`src/common/cart_params.svh`:
```
// Cartridge constants: bank slot count, widths, header region field, settle length
`ifndef CART_PARAMS_SVH
`define CART_PARAMS_SVH

//////////////////////////////
// Bank mapper geometry
//////////////////////////////

// Slots in the page-select window
`define CART_BANK_COUNT 8

// One bank selects a 512 KB window
`define CART_BANK_W 5

//////////////////////////////
// ROM header fields
//////////////////////////////

// First region byte of the header
`define CART_HDR_REGION_ADDR 25'h1F0

`define CART_LETTER_JP 8'h4A  // ASCII J
`define CART_LETTER_US 8'h55  // ASCII U

//////////////////////////////
// Region change handling
//////////////////////////////

// Cycles of system reset after a region change
`define CART_SETTLE_DEFAULT 65535

`endif

```
`src/common/cart_bus_pkg.sv`:
```
// Loader beat and CPU page bus types
`default_nettype none

package cart_bus_pkg;

	//////////////////////////////
	// Download side
	//////////////////////////////

	typedef logic [7:0]  load_index_t;  // Loader file index
	typedef logic [24:0] load_addr_t;   // Byte address in the image
	typedef logic [15:0] load_data_t;

	// One loader write, held while wr is high
	typedef struct packed {
		logic        download;  // Level, high for the whole transfer
		logic        wr;        // Write strobe
		load_index_t index;     // Bit 6 marks cart mode
		load_addr_t  addr;
		load_data_t  data;
	} load_beat_t;

	//////////////////////////////
	// 68000 side
	//////////////////////////////

	// Word address, A0 does not exist on the bus
	typedef logic [23:1] cpu_addr_t;
	typedef logic [15:0] cpu_word_t;

	// Page-select window at A130Fx
	typedef struct packed {
		cpu_addr_t va;
		cpu_word_t wdata;
		logic      rnw;        // High on read
		logic      page_ce_n;  // Active low window select
	} page_bus_t;

endpackage

`default_nettype wire

```
`src/common/cart_map_pkg.sv`:
```
// Mapping result types: bank numbers, slots, masks, ROM addresses, region codes
`default_nettype none

`include "cart_params.svh"

package cart_map_pkg;

	typedef logic [`CART_BANK_W-1:0] bank_t;
	typedef logic [$clog2(`CART_BANK_COUNT)-1:0] bank_slot_t;

	// Size mask over address bits 23 to 13
	typedef logic [23:13] rom_mask_t;

	// ROM word address after banking and masking
	typedef logic [22:0] rom_addr_t;

	// Bit 1 set means a PAL system
	typedef logic [1:0] region_t;

	localparam region_t region_jp = 2'd0;
	localparam region_t region_us = 2'd1;
	localparam region_t region_eu = 2'd2;

endpackage

`default_nettype wire

```
`src/loader/header_scan.sv`:
```
// ROM download decode, size mask accumulation, cart mode and header region capture
`timescale 1ns/1ns
`default_nettype none

`include "cart_params.svh"

module header_scan
	import cart_bus_pkg::*;
	import cart_map_pkg::*;
(
	input  wire        clk_sys,
	input  wire        reset,
	input  load_beat_t load,
	output logic       rom_loading,
	output rom_mask_t  rom_mask,
	output logic       cart_mode,
	output region_t    region_req
);

	logic rom_wr;      // Accepted write beat of a ROM image
	logic cart_beat;

	// Index 0 is the BIOS slot, index 1 the cartridge
	assign rom_loading = load.download & (load.index[5:0] <= 6'h01);
	assign rom_wr      = rom_loading & load.wr;
	assign cart_beat   = rom_wr & load.index[6];

	//////////////////////////////
	// Size mask and mode
	//////////////////////////////

	always_ff @(posedge clk_sys) begin
		if (reset) begin
			rom_mask  <= '0;
			cart_mode <= 1'b0;
		end else begin
			if (rom_wr)
				cart_mode <= load.index[6];

			if (cart_beat) begin
				// First beat of a new image restarts the mask
				if (load.addr == '0)
					rom_mask <= '0;
				else
					rom_mask <= rom_mask | load.addr[23:13];
			end
		end
	end

	//////////////////////////////
	// Region letter from header
	//////////////////////////////

	always_ff @(posedge clk_sys) begin
		if (reset) begin
			region_req <= region_jp;
		end else if (rom_wr && load.addr == `CART_HDR_REGION_ADDR) begin
			if (load.data[7:0] == `CART_LETTER_JP)
				region_req <= region_jp;
			else if (load.data[7:0] == `CART_LETTER_US)
				region_req <= region_us;
			else
				region_req <= region_eu;  // Anything else runs as PAL
		end
	end

endmodule

`default_nettype wire

```
`src/mapper/bank_regs.sv`:
```
// Bank register file with identity reset and a single write port
`timescale 1ns/1ns
`default_nettype none

`include "cart_params.svh"

module bank_regs
	import cart_map_pkg::*;
(
	input  wire        clk_sys,
	input  wire        reset,
	input  wire        rom_loading,
	input  wire        wr_en,
	input  bank_slot_t wr_slot,
	input  bank_t      wr_bank,
	output bank_t      banks [`CART_BANK_COUNT]
);

	// Slot n points at bank n until the game remaps it.
	// A fresh download puts the table back in that order, so a
	// small ROM always sees a flat address space.
	always_ff @(posedge clk_sys) begin
		if (reset || rom_loading) begin
			for (int i = 0; i < `CART_BANK_COUNT; i++)
				banks[i] <= bank_t'(i);
		end else if (wr_en) begin
			banks[wr_slot] <= wr_bank;
		end
	end

endmodule

`default_nettype wire

```
`src/mapper/rom_mapper.sv`:
```
// Page window write decode and registered CPU to ROM address translation
`timescale 1ns/1ns
`default_nettype none

`include "cart_params.svh"

module rom_mapper
	import cart_bus_pkg::*;
	import cart_map_pkg::*;
(
	input  wire        clk_sys,
	input  wire        reset,
	input  page_bus_t  cpu,
	input  rom_mask_t  rom_mask,
	input  bank_t      banks [`CART_BANK_COUNT],
	output logic       wr_en,
	output bank_slot_t wr_slot,
	output bank_t      wr_bank,
	output rom_addr_t  rom_addr
);

	logic      ce_n_d;     // Page select one cycle back
	logic      ce_fall;
	logic      big_rom;    // Over 4 MB
	bank_t     va_bank;
	rom_addr_t banked_addr;

	//////////////////////////////
	// Bank register writes
	//////////////////////////////

	always_ff @(posedge clk_sys) begin
		if (reset)
			ce_n_d <= 1'b1;  // Window idles deselected
		else
			ce_n_d <= cpu.page_ce_n;
	end

	assign ce_fall = ce_n_d & ~cpu.page_ce_n;
	assign big_rom = |rom_mask[23:22];

	// Slot 0 is fixed, it holds the vectors
	assign wr_en   = ce_fall & ~cpu.rnw & (|cpu.va[3:1]) & big_rom;
	assign wr_slot = cpu.va[3:1];
	assign wr_bank = cpu.wdata[4:0];

	//////////////////////////////
	// Address translation
	//////////////////////////////

	assign va_bank     = banks[cpu.va[21:19]];  // 512 KB window select
	assign banked_addr = {va_bank, cpu.va[18:1]};

	// Mask wraps mirrors of small images, low 12 bits always pass
	always_ff @(posedge clk_sys) begin
		rom_addr <= banked_addr & {rom_mask, 12'hFFF};
	end

endmodule

`default_nettype wire

```
`src/verilog/region_ctrl.sv`:
```
// Region select with menu override, active region register, settle reset timer
`timescale 1ns/1ns
`default_nettype none

module region_ctrl
	import cart_map_pkg::*;
#(
	parameter int settle_cycles = 65535
) (
	input  wire        clk_sys,
	input  wire        reset,
	input  region_t    region_req,
	input  wire  [1:0] region_override,  // 0 auto, else region plus one
	output region_t    region,
	output logic       region_set
);

	localparam int cnt_w = $clog2(settle_cycles + 1);
	localparam logic [cnt_w-1:0] settle_last = cnt_w'(settle_cycles);

	region_t          region_new;
	logic [cnt_w-1:0] settle_cnt;

	assign region_new = (region_override != 2'd0) ? region_t'(region_override - 2'd1)
		: region_req;

	// Hold the system in reset long enough for the new video
	// standard to take over. A change in the middle of a window
	// drops the request for a cycle and starts a full new one.
	always_ff @(posedge clk_sys) begin
		if (reset) begin
			region     <= region_jp;
			settle_cnt <= '0;
			region_set <= 1'b0;
		end else begin
			region <= region_new;
			if (region != region_new) begin
				settle_cnt <= '0;  // Restart window
				region_set <= 1'b0;
			end else if (settle_cnt != settle_last) begin
				settle_cnt <= settle_cnt + 1'b1;
				region_set <= 1'b1;
			end else begin
				region_set <= 1'b0;
			end
		end
	end

endmodule

`default_nettype wire

```
`src/verilog/cart_top.sv`:
```
// Cartridge side top: header scanner, region control, bank registers and mapper
`timescale 1ns/1ns
`default_nettype none

`include "cart_params.svh"

module cart_top
	import cart_bus_pkg::*;
	import cart_map_pkg::*;
#(
	parameter int settle_cycles = `CART_SETTLE_DEFAULT
) (
	input  wire        clk_sys,
	input  wire        reset,
	input  load_beat_t load,
	input  page_bus_t  cpu,
	input  wire  [1:0] region_override,
	output region_t    region,
	output logic       region_set,
	output rom_addr_t  rom_addr,
	output rom_mask_t  rom_mask,
	output logic       cart_mode
);

	logic       rom_loading;
	region_t    region_req;
	logic       wr_en;
	bank_slot_t wr_slot;
	bank_t      wr_bank;
	bank_t      banks [`CART_BANK_COUNT];

	header_scan u_header_scan (
		.clk_sys     (clk_sys),
		.reset       (reset),
		.load        (load),
		.rom_loading (rom_loading),
		.rom_mask    (rom_mask),
		.cart_mode   (cart_mode),
		.region_req  (region_req)
	);

	region_ctrl #(
		.settle_cycles (settle_cycles)
	) u_region_ctrl (
		.clk_sys         (clk_sys),
		.reset           (reset),
		.region_req      (region_req),
		.region_override (region_override),
		.region          (region),
		.region_set      (region_set)
	);

	bank_regs u_bank_regs (
		.clk_sys     (clk_sys),
		.reset       (reset),
		.rom_loading (rom_loading),
		.wr_en       (wr_en),
		.wr_slot     (wr_slot),
		.wr_bank     (wr_bank),
		.banks       (banks)
	);

	rom_mapper u_rom_mapper (
		.clk_sys  (clk_sys),
		.reset    (reset),
		.cpu      (cpu),
		.rom_mask (rom_mask),
		.banks    (banks),
		.wr_en    (wr_en),
		.wr_slot  (wr_slot),
		.wr_bank  (wr_bank),
		.rom_addr (rom_addr)
	);

endmodule

`default_nettype wire

```
`config.mk`:
```
export PLATFORM = sky130hd
export DESIGN_NAME = cart_top
export DESIGN_NICKNAME = d
export VERILOG_FILES = /design/src/common/cart_bus_pkg.sv /design/src/common/cart_map_pkg.sv /design/src/loader/header_scan.sv /design/src/mapper/bank_regs.sv /design/src/mapper/rom_mapper.sv /design/src/verilog/region_ctrl.sv /design/src/verilog/cart_top.sv
export VERILOG_INCLUDE_DIRS = /design/src /design/src/common
export SDC_FILE = /design/constraint.sdc
export NUM_CORES = 1
export LEC_CHECK = 0
export BUFFER_PORTS_ARGS = -buffer_cell sky130_fd_sc_hd__buf_4
export CAP_MARGIN = 0
export CORE_ASPECT_RATIO = 0.5
export CORE_MARGIN = 8
export CORE_UTILIZATION = 35
export DETAILED_ROUTE_END_ITERATION = 16
export GPL_ROUTABILITY_DRIVEN = 1
export SETUP_SLACK_MARGIN = 0.5
export SYNTH_ARGS = -nofsm -noshare
export SYNTH_HDL_FRONTEND = slang
export SYNTH_HIERARCHICAL = 1
export SYNTH_SLANG_ARGS = --single-unit
```
`constraint.sdc`:
```
create_clock -name clk_sys -period 4.3 [get_ports clk_sys]
set_input_delay 0 -clock clk_sys [delete_from_list [all_inputs] [get_ports clk_sys]]
set_output_delay 0 -clock clk_sys [all_outputs]
set_load 0.1 [all_outputs]
```
==> results.txt <==
initial antenna violation count: 0
Worst VDD drop: 0.000145 V
status: completed
Least-Margin Pin Slew: 1.03 ns
Static Leakage: 2.42 nW
post-synthesis adder-cell area fraction: 0.00296
largest family of logic cells by synthesized area: simple AND/OR/NAND/NOR gates
Arr. time, crit path: 2.50 ns
FF-to-FF Start: u_header_scan/rom_mask[9]$_SDFFE_PP0P_
RSZ-0062 raised after global routing: false
mux contribution to synthesized area: 0.170
Core ar.: 11800 um^2
largest net degree at the start of global routing: 58
RR Endpoint: u_bank_regs/banks[25]$_SDFFE_PP0P_
Hold Fails Final Rpt: 0
first-pass GRT wire length: 17.9 mm
sequential fraction of the synthesis area: 0.459
post-synthesis xor/xnor area fraction: 0.00828
DRT antenna net count: 0
die area: 16100 um^2
EDFF count, synth: 0
die height: 93.7 um
Num CTS Buffers: 9
wire per inst: 16.4 um
grt total ovfl: 0
num ports: 134
commonest register cell after synthesis: dfxtp_1
Hold Crit Class: input port to register
f_max: 448 MHz
clk buf depth: 2
complex-gate fraction of the synthesized area: 0.0633
Hold Path Sink: u_rom_mapper/rom_addr[22]$_DFF_P_
relative slew slack: 0.300
FFs w/ async S/R, synth: 0
row cnt: 28
Port Buffers: 110
Placement Setup Slack: 1.96 ns
Tcrit/Tclk final: 0.519
Crit path top cell by count: nor2_1
HPWL Detailed: 7.84 mm
number of global-route vias before repair: 3427
Post-Synthesis Cells: 399
root buf cell: clkbuf_16
Resize count post-CTS: 0
H-tree depth: 3
crit path max fanout: 9
min cycle time layout: 2.23 ns
Die X: 171 um
buffers plus inverters on the worst setup path: 2
clk_lat worst skew: 0.34 ns
Cell variety after synth: 59
element type at the critical path end: register
postcts setup bufs: 0
worst path cell trace: dlygate4sd3_1 > buf_4 > nor2_1 > o211ai_1 > nor2_1 > nor4bb_2 > mux2i_1
P per Cell Area: 343 nW/um^2
Vias: 3437
CTS sink cnt: 97
number of nets in the final layout: 622
cell count of the worst hold path: 3
post-synthesis simple-gate area fraction: 0.243
final wirelength: 11.4 mm
yosys warns: 6
remaining routing DRC violations: 0
Worst Clk Skew: 0.00792 ns
post-synthesis cell area: 4230 um^2
CTS tree: done
filler cell count: 1105
fin worst setup slack: 2.07 ns
Setup violations, final: 0
CP top delay family: simple AND/OR/NAND/NOR gates
Hold Startpoint: cpu[37]
Avg Inst Size Synth: 10.6 um^2
DRT Pass-1 Iters: 4
Worst setup SP type: input port
RePlAce Congestion: 0.753
highest-delay cell along the critical path: nor4bb_2
Syn Nets: 496
Worst Path Class, Setup: input port to register
maximum capacitance violations: 0
setup TNS: 0 ns
clock slew seen by the registers of the worst setup and hold paths: 0.07 ns
Worst R2R Path Depth: 4
Seq cells post-synth: 97
CP peak stage delay: 0.92 ns
Initial DRC Count: 186
vias per std cell: 4.95
Overall Global Routing Usage: 0.141
Pins Over Slew Limit: 0
share of layout cells above drive strength 1: 0.314
area growth from synthesis to layout: 36.6%
critical path required time: 4.57 ns
Starting Density: 0.358
R2R Setup Slk: 2.09 ns
==> area by class of cell <==
class / instances / area [um^2] / area share
antenna: 1 / 2.50 / 0.000433
clock buffer: 10 / 239 / 0.0414
clock inverter: 5 / 80.1 / 0.0139
inverter: 8 / 30.0 / 0.00520
multi-input combinational: 260 / 2070 / 0.358
sequential: 97 / 1940 / 0.336
tap: 165 / 206 / 0.0357
timing repair buffer: 149 / 1210 / 0.210
==> power breakdown <==
group / switching [mW] / internal (mW) / leakage (nW)
clock network: 0.338 / 0.521 / 0.151
logic: 0.118 / 0.0932 / 1.49
registers: 0.00404 / 0.908 / 0.787
==> worst register-to-register path: stages (launching register included) <==
cell and delay (ns):
dfxtp_1 0.40, o211ai_1 0.13, nor2_1 0.42, nor4bb_2 0.92, mux2i_1 0.27
==> what timing repair did <==
action / CTS / global route
endpoints found under the setup margin: 0 / 0
hold buffers: 37 / 0
endpoints found under the hold margin: 41 / 0
==> how the worst max path moves through the flow <==
| stage | slack (ns) | startpoint | endpoint | cells after the start |
|---|---|---|---|---|
| after detailed placement | 1.96 | load[42] | u_bank_regs/banks[27]$_SDFFE_PP0P_ | 6 |
| final | 2.07 | cpu[0] | u_bank_regs/banks[25]$_SDFFE_PP0P_ | 7 |
| after global routing | 1.81 | cpu[0] | u_bank_regs/banks[27]$_SDFFE_PP0P_ | 7 |
| after floorplan | 2.05 | u_header_scan/rom_mask[9]$_SDFFE_PP0P_ | u_bank_regs/banks[38]$_SDFFE_PP0P_ | 6 |
| after global placement | 1.96 | load[42] | u_bank_regs/banks[27]$_SDFFE_PP0P_ | 6 |
| after CTS | 2.05 | cpu[0] | u_bank_regs/banks[28]$_SDFFE_PP0P_ | 7 |
==> per-layer routing <==
layer,vias to the layer above,GRT usage,routed length [um]
li1,1711,-,-
met1,1666,0.149,4580
met2,49,0.274,6250
met3,11,0.0352,423
met4,0,0.0395,126
met5,-,0,0
==> state kept, by name (all words and copies together) (netlist names) <==
name	flops
u_rom_mapper/ce_n_d	1
u_region_ctrl/region	2
u_rom_mapper/rom_addr	23
u_header_scan/rom_mask	11
u_bank_regs/banks	40
u_region_ctrl/settle_cnt	16
u_region_ctrl/region_set	1
u_header_scan/region_req	2
u_header_scan/cart_mode	1
==> per-stage QoR <==
stage | hold slack (ns) | power (mW) | utilization | cells | cell area, um^2
floorplan | 0.0277 | 1.04 | - | 399 | 4230
global placement | 0.104 | 1.12 | 0.431 | 642 | 5090
detailed placement | 0.106 | 1.12 | 0.431 | 642 | 5090
CTS | 0.00512 | 2.01 | 0.489 | 694 | 5780
global route | 0.0161 | 2.06 | 0.489 | 694 | 5780
finish | 0.00916 | 1.98 | 0.489 | 695 | 5780
==> Yosys cell counts, drive strengths merged (3+ instances only) <==
| cell type | number | area share |
|---|---|---|
| nand4b | 4 | 0.0083 |
| mux4 | 10 | 0.053 |
| a21oi | 18 | 0.022 |
| nor2 | 35 | 0.031 |
| dfxtp | 97 | 0.46 |
| or4 | 5 | 0.011 |
| clkbuf | 12 | 0.011 |
| nand4 | 6 | 0.010 |
| nor4 | 7 | 0.012 |
| nand2 | 6 | 0.0053 |
| nand3 | 8 | 0.012 |
| or3b | 33 | 0.068 |
| a31oi | 6 | 0.0089 |
| inv | 8 | 0.0071 |
| buf | 22 | 0.036 |
| a211oi | 6 | 0.011 |
| or2 | 3 | 0.0044 |
| nor3 | 21 | 0.026 |
| and2 | 7 | 0.010 |
| nor4bb | 4 | 0.0095 |
| mux2i | 47 | 0.11 |
==> logic make-up (layout without fill, tap and decap cells) <==
family,after synthesis,after routing
compound gates,41,41
xor+xnor,4,4
fa+ha+maj,1,1
buf+inv,42,172
flops,97,97
mux,59,59
other cells,0,1
simple gates,155,155
==> placed cells by master (no fill, tap or decap), drive strengths merged, types with 7 or more instances in the layout <==
cell type,instances
a21oi,18
and2,7
buf,112
clkbuf,10
dfxtp,97
dlygate4sd3,37
inv,8
mux2i,47
mux4,10
nand3,8
nor2,35
nor3,21
nor4,7
or3b,33
Note: power is estimated with default switching activity, not from simulation.
